$ cat src/common/arith_defines.svh
// Arithmetic unit widths and engine latencies
`ifndef ARITH_DEFINES_SVH
`define ARITH_DEFINES_SVH

// Operand and result width
`define ARITH_WIDTH 32

// Multiplier pipeline depth in cycles
`define MULT_STAGES 3

// Divider step counter, one extra bit so ARITH_WIDTH itself fits
`define DIV_CNT_WIDTH ($clog2(`ARITH_WIDTH) + 1)

`endif
$ cat src/common/arith_pkg.sv
// Arithmetic unit shared types: data word, opcodes and request
`include "arith_defines.svh"

package arith_pkg;

  typedef logic [`ARITH_WIDTH-1:0] word_t;

  typedef enum logic [3:0] {
    OP_ADD  = 4'd0,
    OP_SUB  = 4'd1,
    OP_AND  = 4'd2,
    OP_OR   = 4'd3,
    OP_XOR  = 4'd4,
    OP_SLT  = 4'd5,
    OP_SLTU = 4'd6,
    OP_EQ   = 4'd7,
    OP_SHL  = 4'd8,
    OP_SHR  = 4'd9,
    OP_SRA  = 4'd10,
    OP_MUL  = 4'd11,
    OP_DIVU = 4'd12,
    OP_REMU = 4'd13,
    OP_DIVS = 4'd14,
    OP_REMS = 4'd15
  } op_e;

  // One request as presented with go
  typedef struct packed {
    op_e   op;
    word_t a;
    word_t b;
  } arith_req_t;

endpackage

$ cat src/source/arith_top.sv
// Arithmetic unit top: controller with ALU, multiplier and divider engines
`timescale 1ns/1ps

module arith_top (
  input  logic                  clk,
  input  logic                  reset,
  input  logic                  go,
  input  arith_pkg::arith_req_t req,
  output logic                  busy,
  output logic                  done,
  output arith_pkg::word_t      result
);

  arith_pkg::arith_req_t op_reg;
  arith_pkg::word_t      alu_result;
  logic                  mul_start;
  logic                  mul_valid;
  arith_pkg::word_t      mul_product;
  logic                  div_start;
  logic                  div_signed_op;
  logic                  div_done;
  arith_pkg::word_t      div_quotient;
  arith_pkg::word_t      div_remainder;

  arith_control control_i (
    .clk           (clk),
    .reset         (reset),
    .go            (go),
    .req           (req),
    .alu_result    (alu_result),
    .mul_valid     (mul_valid),
    .mul_product   (mul_product),
    .div_done      (div_done),
    .div_quotient  (div_quotient),
    .div_remainder (div_remainder),
    .op_reg        (op_reg),
    .mul_start     (mul_start),
    .div_start     (div_start),
    .div_signed_op (div_signed_op),
    .busy          (busy),
    .done          (done),
    .result        (result)
  );

  alu_comb alu_i (
    .req    (op_reg),
    .result (alu_result)
  );

  mult_pipe mult_i (
    .clk     (clk),
    .reset   (reset),
    .start   (mul_start),
    .a       (op_reg.a),
    .b       (op_reg.b),
    .valid   (mul_valid),
    .product (mul_product)
  );

  div_signed div_i (
    .clk       (clk),
    .reset     (reset),
    .start     (div_start),
    .signed_op (div_signed_op),
    .a         (op_reg.a),
    .b         (op_reg.b),
    .done      (div_done),
    .quotient  (div_quotient),
    .remainder (div_remainder)
  );

endmodule

$ cat src/source/arith_control.sv
// Arithmetic controller: accepts one request, runs the chosen engine, returns the result
`timescale 1ns/1ps

module arith_control (
  input  logic                  clk,
  input  logic                  reset,
  input  logic                  go,
  input  arith_pkg::arith_req_t req,
  input  arith_pkg::word_t      alu_result,
  input  logic                  mul_valid,
  input  arith_pkg::word_t      mul_product,
  input  logic                  div_done,
  input  arith_pkg::word_t      div_quotient,
  input  arith_pkg::word_t      div_remainder,
  output arith_pkg::arith_req_t op_reg,
  output logic                  mul_start,
  output logic                  div_start,
  output logic                  div_signed_op,
  output logic                  busy,
  output logic                  done,
  output arith_pkg::word_t      result
);

  typedef enum logic [1:0] {
    S_IDLE,
    S_ALU,
    S_MUL,
    S_DIV
  } state_e;

  state_e state;
  logic   launch;
  logic   accept;
  logic   req_is_mul;
  logic   req_is_div;
  logic   op_is_rem;

  // Busy also covers the cycle where done is shown
  assign busy   = (state != S_IDLE) || done;
  assign accept = go && !busy;

  assign req_is_mul    = req.op == arith_pkg::OP_MUL;
  assign req_is_div    = req.op inside {arith_pkg::OP_DIVU, arith_pkg::OP_REMU,
                                        arith_pkg::OP_DIVS, arith_pkg::OP_REMS};
  assign op_is_rem     = op_reg.op inside {arith_pkg::OP_REMU, arith_pkg::OP_REMS};
  assign div_signed_op = op_reg.op inside {arith_pkg::OP_DIVS, arith_pkg::OP_REMS};

  always_ff @(posedge clk) begin
    if (accept) begin
      op_reg <= req;
    end
  end

  always_ff @(posedge clk) begin
    if (reset) begin
      state     <= S_IDLE;
      launch    <= 1'b0;
      mul_start <= 1'b0;
      div_start <= 1'b0;
      done      <= 1'b0;
      result    <= '0;
    end else begin
      mul_start <= 1'b0;
      div_start <= 1'b0;
      done      <= 1'b0;
      case (state)
        S_IDLE: begin
          if (accept) begin
            if (req_is_mul) begin
              state  <= S_MUL;
              launch <= 1'b1;
            end else if (req_is_div) begin
              state  <= S_DIV;
              launch <= 1'b1;
            end else begin
              state <= S_ALU;
            end
          end
        end
        S_ALU: begin
          result <= alu_result;
          done   <= 1'b1;
          state  <= S_IDLE;
        end
        S_MUL: begin
          // Engine start goes out on the first cycle in this state
          mul_start <= launch;
          launch    <= 1'b0;
          if (mul_valid) begin
            result <= mul_product;
            done   <= 1'b1;
            state  <= S_IDLE;
          end
        end
        S_DIV: begin
          div_start <= launch;
          launch    <= 1'b0;
          if (div_done) begin
            result <= op_is_rem ? div_remainder : div_quotient;
            done   <= 1'b1;
            state  <= S_IDLE;
          end
        end
        default: state <= S_IDLE;
      endcase
    end
  end

  // One done strobe per request
  a_done_single: assert property (@(posedge clk) disable iff (reset) done |=> !done);

  // Done only closes a request that was in flight
  a_done_after_busy: assert property (@(posedge clk) disable iff (reset)
    done |-> $past(busy));

endmodule

$ cat src/divider/div_signed.sv
// Signed divide wrapper: magnitudes into div_iter, result signs fixed on the way out
`timescale 1ns/1ps
`include "arith_defines.svh"

module div_signed (
  input  logic             clk,
  input  logic             reset,
  input  logic             start,
  input  logic             signed_op,
  input  arith_pkg::word_t a,
  input  arith_pkg::word_t b,
  output logic             done,
  output arith_pkg::word_t quotient,
  output arith_pkg::word_t remainder
);

  localparam int W = `ARITH_WIDTH;

  logic             a_neg;
  logic             b_neg;
  arith_pkg::word_t a_mag;
  arith_pkg::word_t b_mag;
  logic             a_sign_q;
  logic             b_sign_q;
  arith_pkg::word_t b_mag_q;
  arith_pkg::word_t q_mag;
  arith_pkg::word_t r_mag;
  arith_pkg::word_t rem_adj;
  logic             sign_diff;

  // Unsigned mode never sees a negative operand
  assign a_neg = signed_op && a[W-1];
  assign b_neg = signed_op && b[W-1];
  assign a_mag = a_neg ? -a : a;
  assign b_mag = b_neg ? -b : b;

  always_ff @(posedge clk) begin
    if (reset) begin
      a_sign_q <= 1'b0;
      b_sign_q <= 1'b0;
    end else if (start) begin
      a_sign_q <= a_neg;
      b_sign_q <= b_neg;
    end
  end

  always_ff @(posedge clk) begin
    if (start) begin
      b_mag_q <= b_mag;
    end
  end

  div_iter div_iter_i (
    .clk       (clk),
    .reset     (reset),
    .start     (start),
    .dividend  (a_mag),
    .divisor   (b_mag),
    .done      (done),
    .quotient  (q_mag),
    .remainder (r_mag)
  );

  assign sign_diff = a_sign_q ^ b_sign_q;

  // Quotient truncates toward zero
  assign quotient = sign_diff ? -q_mag : q_mag;

  // Remainder follows the divisor sign
  assign rem_adj   = (sign_diff && (r_mag != '0)) ? b_mag_q - r_mag : r_mag;
  assign remainder = b_sign_q ? -rem_adj : rem_adj;

endmodule

$ cat src/divider/div_iter.sv
// Restoring divider, unsigned, one quotient bit per cycle
`timescale 1ns/1ps
`include "arith_defines.svh"

module div_iter (
  input  logic             clk,
  input  logic             reset,
  input  logic             start,
  input  arith_pkg::word_t dividend,
  input  arith_pkg::word_t divisor,
  output logic             done,
  output arith_pkg::word_t quotient,
  output arith_pkg::word_t remainder
);

  localparam int W  = `ARITH_WIDTH;
  localparam int CW = `DIV_CNT_WIDTH;
  localparam logic [CW-1:0] LAST_CNT = CW'(W - 1);

  logic             running;
  logic             launch;
  logic             zero_dvd;
  logic             last;
  logic             fits;
  logic [W-1:0]     mask;
  logic [2*W-2:0]   divisor_sh;
  logic [W-1:0]     rem_acc;
  logic [W-1:0]     quot;
  logic [CW-1:0]    cnt;
  logic [W-1:0]     rem_next;
  logic [W-1:0]     quot_next;

  assign launch   = start && !running;
  assign zero_dvd = launch && (dividend == '0);
  assign last     = running && (cnt == LAST_CNT);

  // Trial subtraction against the shifted divisor
  assign fits      = divisor_sh <= {{(W-1){1'b0}}, rem_acc};
  assign rem_next  = fits ? rem_acc - divisor_sh[W-1:0] : rem_acc;
  assign quot_next = fits ? quot | mask : quot;

  always_ff @(posedge clk) begin
    if (reset) begin
      running   <= 1'b0;
      done      <= 1'b0;
      quotient  <= '0;
      remainder <= '0;
    end else begin
      done <= zero_dvd || last;
      if (zero_dvd) begin
        quotient  <= '0;
        remainder <= '0;
      end else if (last) begin
        // Final step lands straight in the outputs
        quotient  <= quot_next;
        remainder <= rem_next;
        running   <= 1'b0;
      end else if (launch) begin
        running <= 1'b1;
      end
    end
  end

  always_ff @(posedge clk) begin
    if (launch) begin
      mask       <= {1'b1, {(W-1){1'b0}}};
      divisor_sh <= {divisor, {(W-1){1'b0}}};
      rem_acc    <= dividend;
      quot       <= '0;
      cnt        <= '0;
    end else if (running) begin
      mask       <= mask >> 1;
      divisor_sh <= divisor_sh >> 1;
      rem_acc    <= rem_next;
      quot       <= quot_next;
      cnt        <= cnt + 1'b1;
    end
  end

  // Division by zero is never requested
  a_divisor_nonzero: assert property (@(posedge clk) disable iff (reset)
    start |-> divisor != '0);

endmodule

$ cat src/source/mult_pipe.sv
// Pipelined multiplier, three stages, low word of the product
`timescale 1ns/1ps
`include "arith_defines.svh"

module mult_pipe (
  input  logic             clk,
  input  logic             reset,
  input  logic             start,
  input  arith_pkg::word_t a,
  input  arith_pkg::word_t b,
  output logic             valid,
  output arith_pkg::word_t product
);

  localparam int W      = `ARITH_WIDTH;
  localparam int STAGES = `MULT_STAGES;

  logic [STAGES-1:0] vld;
  arith_pkg::word_t  a_q;
  arith_pkg::word_t  b_q;
  logic [2*W-1:0]    full_q;

  // Valid travels with the data, one bit per stage
  always_ff @(posedge clk) begin
    if (reset) begin
      vld <= '0;
    end else begin
      vld <= {vld[STAGES-2:0], start};
    end
  end

  assign valid = vld[STAGES-1];

  always_ff @(posedge clk) begin
    if (start) begin
      a_q <= a;
      b_q <= b;
    end
    if (vld[0]) begin
      full_q <= {{W{1'b0}}, a_q} * {{W{1'b0}}, b_q};
    end
    if (vld[1]) begin
      product <= full_q[W-1:0];
    end
  end

endmodule

$ cat src/source/alu_comb.sv
// Combinational ALU: arithmetic, logic, compare and shift operations
`timescale 1ns/1ps
`include "arith_defines.svh"

module alu_comb (
  input  arith_pkg::arith_req_t req,
  output arith_pkg::word_t      result
);

  localparam int SHW = $clog2(`ARITH_WIDTH);

  logic [SHW-1:0] shamt;

  // Shift distance is the low bits of b
  assign shamt = req.b[SHW-1:0];

  always_comb begin
    case (req.op)
      arith_pkg::OP_ADD:  result = req.a + req.b;
      arith_pkg::OP_SUB:  result = req.a - req.b;
      arith_pkg::OP_AND:  result = req.a & req.b;
      arith_pkg::OP_OR:   result = req.a | req.b;
      arith_pkg::OP_XOR:  result = req.a ^ req.b;
      arith_pkg::OP_SLT:  result = arith_pkg::word_t'($signed(req.a) < $signed(req.b));
      arith_pkg::OP_SLTU: result = arith_pkg::word_t'(req.a < req.b);
      arith_pkg::OP_EQ:   result = arith_pkg::word_t'(req.a == req.b);
      arith_pkg::OP_SHL:  result = req.a << shamt;
      arith_pkg::OP_SHR:  result = req.a >> shamt;
      arith_pkg::OP_SRA:  result = arith_pkg::word_t'($signed(req.a) >>> shamt);
      // Multi-cycle ops are answered by their own engines
      default:            result = '0;
    endcase
  end

endmodule

$ cat config.mk
export PLATFORM = sky130hd
export DESIGN_NAME = arith_top
export DESIGN_NICKNAME = d
export VERILOG_FILES = /design/src/common/arith_pkg.sv /design/src/source/arith_top.sv /design/src/source/arith_control.sv /design/src/divider/div_signed.sv /design/src/divider/div_iter.sv /design/src/source/mult_pipe.sv /design/src/source/alu_comb.sv
export VERILOG_INCLUDE_DIRS = /design/src /design/src/common
export SDC_FILE = /design/constraint.sdc
export NUM_CORES = 2
export LEC_CHECK = 0
export BUFFER_PORTS_ARGS = -buffer_cell sky130_fd_sc_hd__buf_2
export CORE_UTILIZATION = 50
export DETAILED_ROUTE_END_ITERATION = 7
export GPL_TIMING_DRIVEN = 0
export PLACE_DENSITY = 0.66
export SYNTH_ARGS = -nofsm -noshare
export SYNTH_HDL_FRONTEND = slang
export SYNTH_HIERARCHICAL = 1
export SYNTH_SLANG_ARGS = --single-unit
$ cat constraint.sdc
create_clock -name clk -period 9.71 [get_ports clk]
set_input_delay 1.4565 -clock clk [delete_from_list [all_inputs] [get_ports clk]]
set_output_delay 1.4565 -clock clk [all_outputs]
set_load 0.01 [all_outputs]
==> results.json <==
{
  "required_ns": 10.13,
  "reg2reg_depth": 23,
  "area.growth.synth_to_final_pct": 8.29,
  "clock_sinks": 502,
  "drv_cap": 0,
  "clk_latency_ns": 0.69,
  "synth_ff_type": "edfxtp_1",
  "nets": 6711,
  "synth-seq-cells": 502,
  "die_area_sq_mm": 0.104,
  "p_switching_mw": 2.49,
  "die_x_um": 323,
  "routed_wl_um": 203000,
  "ir_worst_vdd_mv": 0.151,
  "grt_pass1_vias": 44684,
  "final_hold_viol_count": 0,
  "syn_area_sq_mm": 0.0515,
  "min_path_cells": 0,
  "fmax_mhz": 120,
  "cp.arrival_ns": 8.73,
  "cts_root_buf": "clkbuf_16",
  "largest_register_ffs": 68,
  "synth.avg_cell_area_sq_um": 8.98,
  "worstPathMaxFanout": 10,
  "fin_cells": 7324,
  "placement.io_buffers": 104,
  "pin_count": 105,
  "p_seq_share_pct": 36.4,
  "drt_iter0_drc": 5136,
  "ctsHoldBuffers": 0,
  "internal_power_mw": 4.49,
  "via_per_inst": 6.30,
  "cp_top_family": "adder cells",
  "grt_pass1_wl_um": 296000,
  "drive_above_1_share_pct": 7.73,
  "path_depth": 23,
  "layout_common_cells": "578 x inv_1, 488 x nand2_1, 438 x a21oi_1",
  "initial_core_util_pct": 50.5,
  "period_minus_slack_ns": 8.31,
  "synth_cells": 5739,
  "rsz0062_at_grt": "false",
  "drc": 0,
  "grt_antenna_before_repair": 8,
  "cts.clk_slew.worst_paths_ns": 0.06,
  "startpoint_type": "register",
  "power_density_mw_per_mm2": 125,
  "skew_ns": 0.0801,
  "path_cells": "clkbuf_1 > clkbuf_1 > and2_1 > fa_1 > fa_1 > fa_1 > inv_1 > fa_1 > inv_1 > fa_1 > inv_1 > fa_1 > inv_1 > fa_1 > fa_1 > ha_1 > nand4_1 > or3_1 > o22a_2 > a31oi_2 > a21o_1 > a21oi_2 > xnor2_1",
  "fill_cells": 9582,
  "fin_tns_setup_ns": 0,
  "r2r-start": "mult_i/a_q[12]",
  "dp.cells": 7217,
  "syn-num-nets": 6541,
  "relSlewSlack_pct": 2.06,
  "seq_area_frac_synth_pct": 25.2,
  "setup_viol": 0,
  "wl_per_cell_um": 27.7,
  "hold_path.class": "register to register",
  "critPathKind": "register to register",
  "ys_warn_count": 6,
  "r2r_end": "mult_i/full_q[28]",
  "vias": 46110,
  "final_common_cell": "inv_1",
  "crit_path_end_kind": "register",
  "cts_setup_buffers": 0,
  "clockBufferDepth": 3,
  "worst_path_max_delay_cell": "clkbuf_1",
  "fin_crit_sh_pct": 85.6,
  "first_pass_iters": 8,
  "p_clk_share_pct": 32.0,
  "finalMaxSlewViolations": 0,
  "status": "finished, final reports clean",
  "hp-start": "mult_i/full_q[7]",
  "p_sw_share_pct": 35.7,
  "cts_resized": 0,
  "critical_path.max_stage_delay_ns": 0.63,
  "tritoncts": "built",
  "synth.distinct_cells": 120,
  "coreArea_sq_mm": 0.102,
  "drtAntennaViolNets": 0,
  "leakage_nw": 22.7,
  "reg2reg_slack_ns": 1.40,
  "dpl.hpwl_um": 162000,
  "synthArstFlopShare_pct": 0,
  "hold_end": "mult_i/product[7]",
  "grt_util_all_layers_pct": 38.6,
  "worst-path-buf-inv": 6,
  "crit_top_cell": "fa_1",
  "synth_edf_count": 292,
  "place_congestion": 1.06,
  "worstMarginPinSlew_ns": 1.45,
  "grt_max_degree": 66,
  "overflow": 0,
  "core.rowCount": 117,
  "cts_made_buffers": 57,
  "comb_power_share_pct": 31.6,
  "htree_levels": 2,
  "die_h_um": 323
}
stage by stage:
| step | area [sq um] | setup slack [ns] | util, % | total power [mW] | hold WS (ns) |
|---|---|---|---|---|---|
| floorplan | 51500 | 2.90 | - | 3.93 | 0.400 |
| global placement | 53800 | -0.0956 | 52.7 | 4.68 | 0.402 |
| detailed placement | 53800 | 1.51 | 52.8 | 4.70 | 0.406 |
| CTS | 55800 | 1.51 | 54.7 | 6.94 | 0.419 |
| global route | 55800 | 1.25 | 54.7 | 7.25 | 0.429 |
| finish | 55800 | 1.40 | 54.7 | 6.98 | 0.418 |
per-layer routing:
layer  track usage, %  wire (um)
met5                0         25
met4             21.2      13400
met3             9.25      21600
met2             57.7      85800
met1             51.5      82400
synth_stat cells (31+ instances only):
library cell	n	share of area, %
nand4_1	40	0.49
a211oi_1	49	0.71
ha_1	319	7.7
nor2b_1	55	0.67
nand2b_1	66	0.80
inv_1	579	4.2
mux2i_1	103	2.0
and2_1	391	4.7
nor4_1	43	0.52
o21ai_0	269	2.6
o31ai_1	79	1.2
a22o_1	33	0.56
dfxtp_1	210	8.2
nand2_1	488	3.6
xnor2_1	161	2.7
fa_1	412	16
xor2_1	89	1.5
a21oi_1	438	4.3
o211ai_1	51	0.74
clkbuf_1	226	1.6
nor2_1	297	2.2
nor3b_1	41	0.60
o22ai_1	49	0.59
mux2_2	31	0.68
mux4_2	31	1.4
edfxtp_1	292	17
nand3_1	116	1.1
a31oi_1	39	0.47
nor3_1	76	0.74
buf_2	83	0.81
a21o_1	61	0.89
power by group through the flow:
stage / Combinational, mW / Clock (mW) / Sequential (mW)
floorplan: 1.45 / 0 / 2.47
global placement: 2.11 / 0 / 2.57
detailed placement: 2.13 / 0 / 2.57
CTS: 2.14 / 2.27 / 2.52
global route: 2.37 / 2.35 / 2.53
finish: 2.21 / 2.24 / 2.54
final cells by class:
class	instances	area [sq um]	area share, %
repair buffers	111	589	1.06
multi-input cells	4288	34700	62.2
clock inverters	27	304	0.545
diodes	3	7.51	0.0135
inverters	584	2190	3.93
well taps	1368	1710	3.07
flip-flops and latches	502	13000	23.3
plain buffers	365	1650	2.96
clock buffers	76	1640	2.95
cells by family (layout without fill, tap and decap cells):
| family | after synthesis | after routing | share of synthesized area [%] |
|---|---|---|---|
| buffers and inverters | 949 | 1163 | 7.46 |
| xor gates and xnor gates | 250 | 250 | 4.25 |
| and+or+nand+nor | 1738 | 1738 | 17.2 |
| DFF | 502 | 502 | 25.2 |
| AOI/OAI and AO/OA | 1403 | 1403 | 18.1 |
| adders and majority gates | 731 | 731 | 23.8 |
| other | 0 | 3 | 0 |
| muxes | 166 | 166 | 4.08 |
how the worst max path moves through the flow:
stage | startpoint | end | slack [ns]
6_report | mult_i/a_q[12] | mult_i/full_q[28] | 1.40
3_3_place_gp | go | control_i/op_reg[52] | -0.1
2_1_floorplan | mult_i/a_q[12] | mult_i/full_q[25] | 2.90
3_5_place_dp | mult_i/a_q[12] | mult_i/full_q[28] | 1.51
4_1_cts | mult_i/a_q[12] | mult_i/full_q[28] | 1.51
5_1_grt | mult_i/a_q[12] | mult_i/full_q[28] | 1.25
worst reg2reg max path: stages, from the launching register on:
cell and delay [ns]:
edfxtp_1 0.34, clkbuf_1 0.52, clkbuf_1 0.64, and2_1 0.26, fa_1 0.45, fa_1 0.50
fa_1 0.54, inv_1 0.06, fa_1 0.49, inv_1 0.06, fa_1 0.50, inv_1 0.06
fa_1 0.52, inv_1 0.05, fa_1 0.49, fa_1 0.42, ha_1 0.35, nand4_1 0.25
or3_1 0.39, o22a_2 0.21, a31oi_2 0.38, a21o_1 0.22, a21oi_2 0.06, xnor2_1 0.36
Note: power is estimated with default switching activity, not from simulation.
